$ cat src/verilog/ro_cache_pkg.sv
// ------------------------------
// Shared widths, payload structs and FSM state for the read-only cache
// Imported by every RTL module of the cache
// ------------------------------
`default_nettype none

package ro_cache_pkg;

  localparam int unsigned ADDR_WIDTH = 32;
  localparam int unsigned DATA_WIDTH = 32;

  typedef logic [ADDR_WIDTH-1:0] addr_t;
  typedef logic [DATA_WIDTH-1:0] data_t;

  // Requester read, lock marks an atomic access
  typedef struct packed {
    addr_t addr;
    logic  lock;
  } rd_req_t;

  // Request after region decode
  typedef struct packed {
    addr_t addr;
    logic  cacheable;
  } dec_req_t;

  // Read data with bus error flag
  typedef struct packed {
    data_t data;
    logic  error;
  } rd_rsp_t;

  // One word written into the line store
  typedef struct packed {
    addr_t addr;
    data_t data;
  } fill_t;

  typedef enum logic [1:0] {
    IDLE,
    FLUSH,
    WAIT_REFILL,
    RESPOND
  } lookup_state_e;

endpackage

`default_nettype wire
$ cat src/verilog/line_lookup.sv
// ------------------------------
// Direct-mapped line store with hit check, flush walk and refill write
// Answers hits itself and hands misses and bypasses to the refill unit
// ------------------------------
`timescale 1ns/1ns
`default_nettype none

module line_lookup #(
  parameter int unsigned LINE_COUNT = 16
) (
  input  logic                   clk_i,
  input  logic                   rst_i,
  input  logic                   flush_valid_i,
  output logic                   flush_ready_o,
  input  ro_cache_pkg::dec_req_t dec_i,
  input  logic                   dec_valid_i,
  output logic                   dec_ready_o,
  output ro_cache_pkg::dec_req_t miss_o,
  output logic                   miss_valid_o,
  input  logic                   miss_ready_i,
  input  ro_cache_pkg::rd_rsp_t  refill_i,
  input  logic                   refill_valid_i,
  output ro_cache_pkg::rd_rsp_t  rsp_o,
  output logic                   rsp_valid_o,
  input  logic                   rsp_ready_i
);

  import ro_cache_pkg::*;

  localparam int unsigned IDX_W = $clog2(LINE_COUNT);
  localparam int unsigned TAG_W = ADDR_WIDTH - IDX_W - 2;

  typedef logic [IDX_W-1:0] idx_t;
  typedef logic [TAG_W-1:0] tag_t;

  // Line store, indexed by word address
  logic [LINE_COUNT-1:0] valid_q;
  tag_t                  tag_q  [LINE_COUNT];
  data_t                 data_q [LINE_COUNT];

  lookup_state_e state_q;
  dec_req_t      req_q;
  rd_rsp_t       rsp_q;
  logic          miss_valid_q;
  logic          flush_ready_q;
  idx_t          flush_idx_q;

  idx_t  in_idx;
  tag_t  in_tag;
  logic  in_hit;
  logic  dec_fire;
  logic  flush_start;
  fill_t fill;
  idx_t  fill_idx;
  logic  fill_en;

  // ------------------------------
  // Hit check and fill
  // ------------------------------
  assign in_idx = dec_i.addr[IDX_W+1:2];
  assign in_tag = dec_i.addr[ADDR_WIDTH-1:IDX_W+2];
  assign in_hit = dec_i.cacheable && valid_q[in_idx] && (tag_q[in_idx] == in_tag);

  // Flush wins over a waiting request
  assign flush_start = (state_q == IDLE) && flush_valid_i && !flush_ready_q;
  assign dec_ready_o = (state_q == IDLE) && !flush_valid_i;
  assign dec_fire    = dec_valid_i && dec_ready_o;

  // Only error-free cacheable refills land in the store
  assign fill.addr = req_q.addr;
  assign fill.data = refill_i.data;
  assign fill_idx  = fill.addr[IDX_W+1:2];
  assign fill_en   = (state_q == WAIT_REFILL) && refill_valid_i &&
                     req_q.cacheable && !refill_i.error;

  // ------------------------------
  // Control FSM
  // ------------------------------
  always_ff @(posedge clk_i) begin
    if (rst_i) begin
      state_q       <= IDLE;
      valid_q       <= '0;
      miss_valid_q  <= 1'b0;
      flush_ready_q <= 1'b0;
      flush_idx_q   <= '0;
    end else begin
      flush_ready_q <= 1'b0;
      if (miss_valid_q && miss_ready_i) begin
        miss_valid_q <= 1'b0;
      end
      case (state_q)
        IDLE: begin
          if (flush_start) begin
            state_q     <= FLUSH;
            flush_idx_q <= '0;
          end else if (dec_fire) begin
            if (in_hit) begin
              state_q <= RESPOND;
            end else begin
              state_q      <= WAIT_REFILL;
              miss_valid_q <= 1'b1;
            end
          end
        end
        FLUSH: begin
          // One line per cycle
          valid_q[flush_idx_q] <= 1'b0;
          flush_idx_q          <= flush_idx_q + 1'b1;
          if (flush_idx_q == idx_t'(LINE_COUNT - 1)) begin
            flush_ready_q <= 1'b1;
            state_q       <= IDLE;
          end
        end
        WAIT_REFILL: begin
          if (fill_en) begin
            valid_q[fill_idx] <= 1'b1;
          end
          if (refill_valid_i) begin
            state_q <= RESPOND;
          end
        end
        RESPOND: begin
          if (rsp_ready_i) begin
            state_q <= IDLE;
          end
        end
        default: state_q <= IDLE;
      endcase
    end
  end

  // ------------------------------
  // Payload and store writes
  // ------------------------------
  always_ff @(posedge clk_i) begin
    if (dec_fire) begin
      req_q      <= dec_i;
      rsp_q.data <= data_q[in_idx];
      rsp_q.error <= 1'b0;
    end else if ((state_q == WAIT_REFILL) && refill_valid_i) begin
      rsp_q <= refill_i;
    end
    if (fill_en) begin
      tag_q[fill_idx]  <= fill.addr[ADDR_WIDTH-1:IDX_W+2];
      data_q[fill_idx] <= fill.data;
    end
  end

  assign miss_o        = req_q;
  assign miss_valid_o  = miss_valid_q;
  assign rsp_o         = rsp_q;
  assign rsp_valid_o   = (state_q == RESPOND);
  assign flush_ready_o = flush_ready_q;

endmodule

`default_nettype wire

$ cat src/verilog/refill_unit.sv
// ------------------------------
// Issues one memory read per miss or bypass and returns the word
// ------------------------------
`timescale 1ns/1ns
`default_nettype none

module refill_unit (
  input  logic                   clk_i,
  input  logic                   rst_i,
  input  ro_cache_pkg::dec_req_t miss_i,
  input  logic                   miss_valid_i,
  output logic                   miss_ready_o,
  output ro_cache_pkg::addr_t    mem_req_addr_o,
  output logic                   mem_req_valid_o,
  input  logic                   mem_req_ready_i,
  input  ro_cache_pkg::rd_rsp_t  mem_rsp_i,
  input  logic                   mem_rsp_valid_i,
  output ro_cache_pkg::rd_rsp_t  refill_o,
  output logic                   refill_valid_o
);

  import ro_cache_pkg::*;

  logic    pending_q;
  logic    req_valid_q;
  logic    refill_valid_q;
  addr_t   addr_q;
  rd_rsp_t refill_q;

  logic    miss_fire;
  logic    rsp_fire;

  // Single outstanding read
  assign miss_ready_o = !pending_q;
  assign miss_fire    = miss_valid_i && miss_ready_o;

  // Response only counts once the address phase is done
  assign rsp_fire = mem_rsp_valid_i && pending_q && !req_valid_q;

  // ------------------------------
  // Request tracking
  // ------------------------------
  always_ff @(posedge clk_i) begin
    if (rst_i) begin
      pending_q      <= 1'b0;
      req_valid_q    <= 1'b0;
      refill_valid_q <= 1'b0;
    end else begin
      refill_valid_q <= rsp_fire;
      if (miss_fire) begin
        pending_q   <= 1'b1;
        req_valid_q <= 1'b1;
      end else begin
        if (req_valid_q && mem_req_ready_i) begin
          req_valid_q <= 1'b0;
        end
        if (rsp_fire) begin
          pending_q <= 1'b0;
        end
      end
    end
  end

  always_ff @(posedge clk_i) begin
    if (miss_fire) begin
      addr_q <= miss_i.addr;
    end
    if (rsp_fire) begin
      refill_q <= mem_rsp_i;
    end
  end

  assign mem_req_addr_o  = addr_q;
  assign mem_req_valid_o = req_valid_q;
  assign refill_o        = refill_q;
  assign refill_valid_o  = refill_valid_q;

endmodule

`default_nettype wire

$ cat src/verilog/region_decode.sv
// ------------------------------
// Decode stage, registers a read and marks it cacheable or bypassed
// ------------------------------
`timescale 1ns/1ns
`default_nettype none

module region_decode #(
  parameter int unsigned NR_ADDR_RULES = 2
) (
  input  logic                                        clk_i,
  input  logic                                        rst_i,
  input  logic                                        enable_i,
  input  ro_cache_pkg::addr_t [NR_ADDR_RULES-1:0]     start_addr_i,
  input  ro_cache_pkg::addr_t [NR_ADDR_RULES-1:0]     end_addr_i,
  input  ro_cache_pkg::rd_req_t                       req_i,
  input  logic                                        req_valid_i,
  output logic                                        req_ready_o,
  output ro_cache_pkg::dec_req_t                      dec_o,
  output logic                                        dec_valid_o,
  input  logic                                        dec_ready_i
);

  import ro_cache_pkg::*;

  logic     in_range;
  logic     cacheable;
  logic     req_fire;
  logic     valid_q;
  dec_req_t dec_q;

  // ------------------------------
  // Address range match
  // ------------------------------
  always_comb begin
    in_range = 1'b0;
    for (int i = 0; i < NR_ADDR_RULES; i++) begin
      // End address is exclusive
      if ((req_i.addr >= start_addr_i[i]) && (req_i.addr < end_addr_i[i])) begin
        in_range = 1'b1;
      end
    end
  end

  // Locked reads and a disabled cache always go to memory
  assign cacheable = in_range && !req_i.lock && enable_i;

  // ------------------------------
  // One-entry output stage
  // ------------------------------
  assign req_ready_o = !valid_q || dec_ready_i;
  assign req_fire    = req_valid_i && req_ready_o;

  always_ff @(posedge clk_i) begin
    if (rst_i) begin
      valid_q <= 1'b0;
    end else if (req_fire) begin
      valid_q <= 1'b1;
    end else if (dec_ready_i) begin
      valid_q <= 1'b0;
    end
  end

  always_ff @(posedge clk_i) begin
    if (req_fire) begin
      dec_q.addr      <= req_i.addr;
      dec_q.cacheable <= cacheable;
    end
  end

  assign dec_o       = dec_q;
  assign dec_valid_o = valid_q;

endmodule

`default_nettype wire

$ cat src/verilog/ro_cache.sv
// ------------------------------
// Read-only cache top, chains decode, lookup and refill stages
// Set LINE_COUNT and NR_ADDR_RULES here
// ------------------------------
`timescale 1ns/1ns
`default_nettype none

module ro_cache #(
  parameter int unsigned LINE_COUNT    = 16,
  parameter int unsigned NR_ADDR_RULES = 2
) (
  input  logic                                    clk_i,
  input  logic                                    rst_i,
  input  logic                                    enable_i,
  input  logic                                    flush_valid_i,
  output logic                                    flush_ready_o,
  input  ro_cache_pkg::addr_t [NR_ADDR_RULES-1:0] start_addr_i,
  input  ro_cache_pkg::addr_t [NR_ADDR_RULES-1:0] end_addr_i,
  input  ro_cache_pkg::rd_req_t                   req_i,
  input  logic                                    req_valid_i,
  output logic                                    req_ready_o,
  output ro_cache_pkg::rd_rsp_t                   rsp_o,
  output logic                                    rsp_valid_o,
  input  logic                                    rsp_ready_i,
  output ro_cache_pkg::addr_t                     mem_req_addr_o,
  output logic                                    mem_req_valid_o,
  input  logic                                    mem_req_ready_i,
  input  ro_cache_pkg::rd_rsp_t                   mem_rsp_i,
  input  logic                                    mem_rsp_valid_i
);

  import ro_cache_pkg::*;

  dec_req_t dec;
  logic     dec_valid;
  logic     dec_ready;

  dec_req_t miss;
  logic     miss_valid;
  logic     miss_ready;

  rd_rsp_t  refill;
  logic     refill_valid;

  region_decode #(
    .NR_ADDR_RULES ( NR_ADDR_RULES )
  ) i_region_decode (
    .clk_i        ( clk_i        ),
    .rst_i        ( rst_i        ),
    .enable_i     ( enable_i     ),
    .start_addr_i ( start_addr_i ),
    .end_addr_i   ( end_addr_i   ),
    .req_i        ( req_i        ),
    .req_valid_i  ( req_valid_i  ),
    .req_ready_o  ( req_ready_o  ),
    .dec_o        ( dec          ),
    .dec_valid_o  ( dec_valid    ),
    .dec_ready_i  ( dec_ready    )
  );

  line_lookup #(
    .LINE_COUNT ( LINE_COUNT )
  ) i_line_lookup (
    .clk_i          ( clk_i         ),
    .rst_i          ( rst_i         ),
    .flush_valid_i  ( flush_valid_i ),
    .flush_ready_o  ( flush_ready_o ),
    .dec_i          ( dec           ),
    .dec_valid_i    ( dec_valid     ),
    .dec_ready_o    ( dec_ready     ),
    .miss_o         ( miss          ),
    .miss_valid_o   ( miss_valid    ),
    .miss_ready_i   ( miss_ready    ),
    .refill_i       ( refill        ),
    .refill_valid_i ( refill_valid  ),
    .rsp_o          ( rsp_o         ),
    .rsp_valid_o    ( rsp_valid_o   ),
    .rsp_ready_i    ( rsp_ready_i   )
  );

  refill_unit i_refill_unit (
    .clk_i           ( clk_i           ),
    .rst_i           ( rst_i           ),
    .miss_i          ( miss            ),
    .miss_valid_i    ( miss_valid      ),
    .miss_ready_o    ( miss_ready      ),
    .mem_req_addr_o  ( mem_req_addr_o  ),
    .mem_req_valid_o ( mem_req_valid_o ),
    .mem_req_ready_i ( mem_req_ready_i ),
    .mem_rsp_i       ( mem_rsp_i       ),
    .mem_rsp_valid_i ( mem_rsp_valid_i ),
    .refill_o        ( refill          ),
    .refill_valid_o  ( refill_valid    )
  );

endmodule

`default_nettype wire

$ cat config.mk
export PLATFORM = sky130hd
export DESIGN_NAME = ro_cache
export DESIGN_NICKNAME = d
export VERILOG_FILES = /design/src/verilog/ro_cache_pkg.sv /design/src/verilog/line_lookup.sv /design/src/verilog/refill_unit.sv /design/src/verilog/region_decode.sv /design/src/verilog/ro_cache.sv
export SDC_FILE = /design/constraint.sdc
export NUM_CORES = 1
export LEC_CHECK = 0
export BUFFER_PORTS_ARGS = -buffer_cell sky130_fd_sc_hd__buf_2
export CAP_MARGIN = 10
export CELL_PAD_IN_SITES_DETAIL_PLACEMENT = 0
export CELL_PAD_IN_SITES_GLOBAL_PLACEMENT = 1
export CORE_ASPECT_RATIO = 1.1
export CORE_MARGIN = 2
export CORE_UTILIZATION = 55
export DETAILED_ROUTE_END_ITERATION = 10
export PLACE_DENSITY_LB_ADDON = 0.3
export SLEW_MARGIN = 25
export SYNTH_ARGS = -nofsm -noshare
export SYNTH_HDL_FRONTEND = slang
export SYNTH_SLANG_ARGS = --single-unit
$ cat constraint.sdc
create_clock -name clk_i -period 16.81 [get_ports clk_i]
set_clock_uncertainty 0.2 [all_clocks]
set_input_delay 1.681 -clock clk_i [delete_from_list [all_inputs] [get_ports clk_i]]
set_output_delay 1.681 -clock clk_i [all_outputs]
set_load 0.02 [all_outputs]
==> results.md <==
* Least-Margin Pin Slew at 1110 ps
* Commonest non-fill, non-tap cell in the layout: edfxtp_1
* Share of layout cells above drive strength 1 at 27.5%
* Synth Instances at 2316
* Min Tclk post-route at around 4500 ps
* Post-cts resize count at 0
* Post-synthesis cell type count at between 60 and 70
* CTS tree: built
* # rows at 110
* Initial DRC Count at 2536
* CP Launch Type: flip-flop
* Vias in the first global route at 24.6k
* Overall power consumption at 5.95 mW
* H-tree levels at 3
* Die area at 85100 um2
* Synth top area share at between 70% and 80%
* Avg Cell Area, Syn at 19.7 um2
* Fin Setup TNS at 0 ps
* Crit-path max FO at between 40 and 50
* Hold/Removal Path Class: reg2reg
* Worst Path Arrival at ~4800 ps
* Clk_lat worst skew at 670 ps
* Post-CTS Hold Buffers at 0
* Root Buffer: clkbuf_16
* DRT antenna net count at 0
* Final Setup Violations at 0
* CP endpoint kind: flip-flop
* Main synth FF type: edfxtp_1
* Clock buffer depth at 3
* Worst-case vdd ir drop at 0.0803 mV
* PnR worst setup slack at between 10000 and 15000 ps
* Synthesized Nets at between 2k and 3k
* Fmax at 0.224 GHz
* Synthesized cell area at ~46000 um2
* Vias per cell at 6.20
* Synth warn at 0
* Via count at 23.6k
* Largest net degree at the start of global routing at 142
* Top post-synthesis cells by area: edfxtp_1, mux4_2, ha_1
* Max-slew headroom at 26.1%
* Sequential area share after synthesis at 73.4%
* Routed WL per cell at 28.2 um
* Status: completed
* Most frequent cells in the layout: edfxtp_1, buf_2, mux4_2
* Total wire length at 107 mm
* CP required at 17130 ps
* Fin Hold WS at 214 ps
* Final Hold Fails at 0
* CP Class: reg2reg
* First-pass GRT wire length at 159 mm
* Final period util at 26.5%
* CTS Buf Count at 106
* I/O Pins at 271
* Die X-Extent at 278 um
* Hpwl dp at 62.0 mm
* # diodes at 0
* P_leak at 18.0 nW
* Clock transition at the registers of the reported paths at 60 ps
* Cell taking the most area after synthesis: edfxtp_1
* #FFs+latches synth at 1124
* Initial Util at 55.6%
* Core area at a little over 80000 um2
* Die Ht at 306 um
* RSZ-0062 raised after global routing: false
* Total GRT Usage at 25.6%
* Initial antenna violation count at 0
* Port-buffer cells at 270
* Total Nets Final at 2980
* Number of flops mapped to enable cells by yosys at 1091
* MaxCap Viol Count at 0
* Post-synth ARST share at 0%
* Max-slew violation count at 0
* Routability cong. at 0.870
* Power Density at 115 nW/um2
* Drc violations at 0
* Grt ovf at 0
* DP Worst Slack at between 10000 and 15000 ps
* Syn-to-layout area delta at 13.5%
* CTS Sinks at 1124
* Setup repair bufs after CTS at 0
* DR pass1 iterations at 6
-- critical path: stages (launching register included) --
cell and delay, ps:
dfxtp_4 900, buf_4 820, mux4_2 600, mux4_2 490
xnor2_1 340, o2111ai_1 190, nor4_2 560, a311oi_1 160
-- report_power, final --
part / total [mW] / leakage (nW) / switching [mW] / internal, mW
clock: 2.43 / 1.73 / 0.990 / 1.44
combinational: 0.409 / 6.15 / 0.211 / 0.198
sequential: 3.11 / 10.1 / 0.0440 / 3.07
total: 5.95 / 18.0 / 1.25 / 4.71
-- kinds of logic after synthesis --
family	share of synthesized area, %
compound gates	3.84
xor+xnor	0.481
fa+ha+maj	3.57
buf+inv	2.29
flops	73.4
mux	14.0
simple gates	2.36
-- synth_stat cells (4+ instances only) --
cell,instances
nor4_1,6
mux4_2,259
inv_1,159
a31oi_1,5
nand3_1,24
a211oi_1,9
nor3_1,17
a21o_1,33
a221o_1,5
dfxtp_1,33
nor2b_1,13
buf_4,15
nand2_1,56
clkbuf_1,36
a22o_1,34
buf_6,5
nand4_1,17
o2111ai_1,6
edfxtp_1,1091
buf_2,20
nor2_1,59
xnor2_1,17
mux2_2,6
mux2i_1,48
nand2b_1,12
o22ai_1,8
a2111oi_0,5
xor2_1,8
ha_1,130
buf_1,7
a22oi_1,6
o31ai_1,4
a221oi_1,6
o21ai_0,42
a21oi_1,64
-- flip-flops by register name, indices dropped and copies added, names as in the netlist, named ones only --
register	flops
i_line_lookup.data_q	512
i_line_lookup.flush_idx_q	4
i_line_lookup.flush_ready_o	1
i_line_lookup.miss_o	33
i_line_lookup.miss_valid_o	1
i_line_lookup.rsp_o	33
i_line_lookup.state_q	2
i_line_lookup.tag_q	416
i_line_lookup.valid_q	16
i_refill_unit.mem_req_addr_o	32
i_refill_unit.mem_req_valid_o	1
i_refill_unit.pending_q	1
i_refill_unit.refill_o	33
i_refill_unit.refill_valid_o	1
i_region_decode.dec_o	33
i_region_decode.dec_valid_o	1
-- final timing paths --
kind                                           from                                   endpoint  slack (ps)  depth (start not counted)
setup reg to reg                          flip-flop      i_line_lookup.miss_valid_o$_SDFF_PP0_       12350                          7
setup / recovery                          flip-flop      i_line_lookup.miss_valid_o$_SDFF_PP0_       12350                          7
hold / removal    i_line_lookup.miss_o[1]$_DFFE_PP_  i_refill_unit.mem_req_addr_o[0]$_DFFE_PP_         210                          0
hold reg to reg   i_line_lookup.miss_o[1]$_DFFE_PP_  i_refill_unit.mem_req_addr_o[0]$_DFFE_PP_         210                          0
-- layout make-up --
type / count / area [um2]
multi-input combinational: 946 / 11100
tap: 1064 / 1330
clock buffer: 139 / 2900
fill: 5583 / 30200
sequential: 1124 / 33400
clock inverter: 55 / 643
inverter: 163 / 612
timing repair buffer: 307 / 1660
-- layer usage --
metal	wire length, um	up-vias	track usage (%)
met5	0	-	0
met4	2860	0	8.08
met3	8110	143	3.72
met2	54400	1086	43.3
met1	41900	12200	34.6
li1	-	10100	-
-- metrics by stage --
stage	cells	util [%]	area, um2
after floorplan	2316	-	45500
after global placement	3603	58.7	48100
after detailed placement	3604	58.8	48100
after CTS	3798	63.1	51700
after global routing	3798	63.1	51700
final	3798	63.1	51700
No activity file was read; power rests on OpenSTA's default activity.
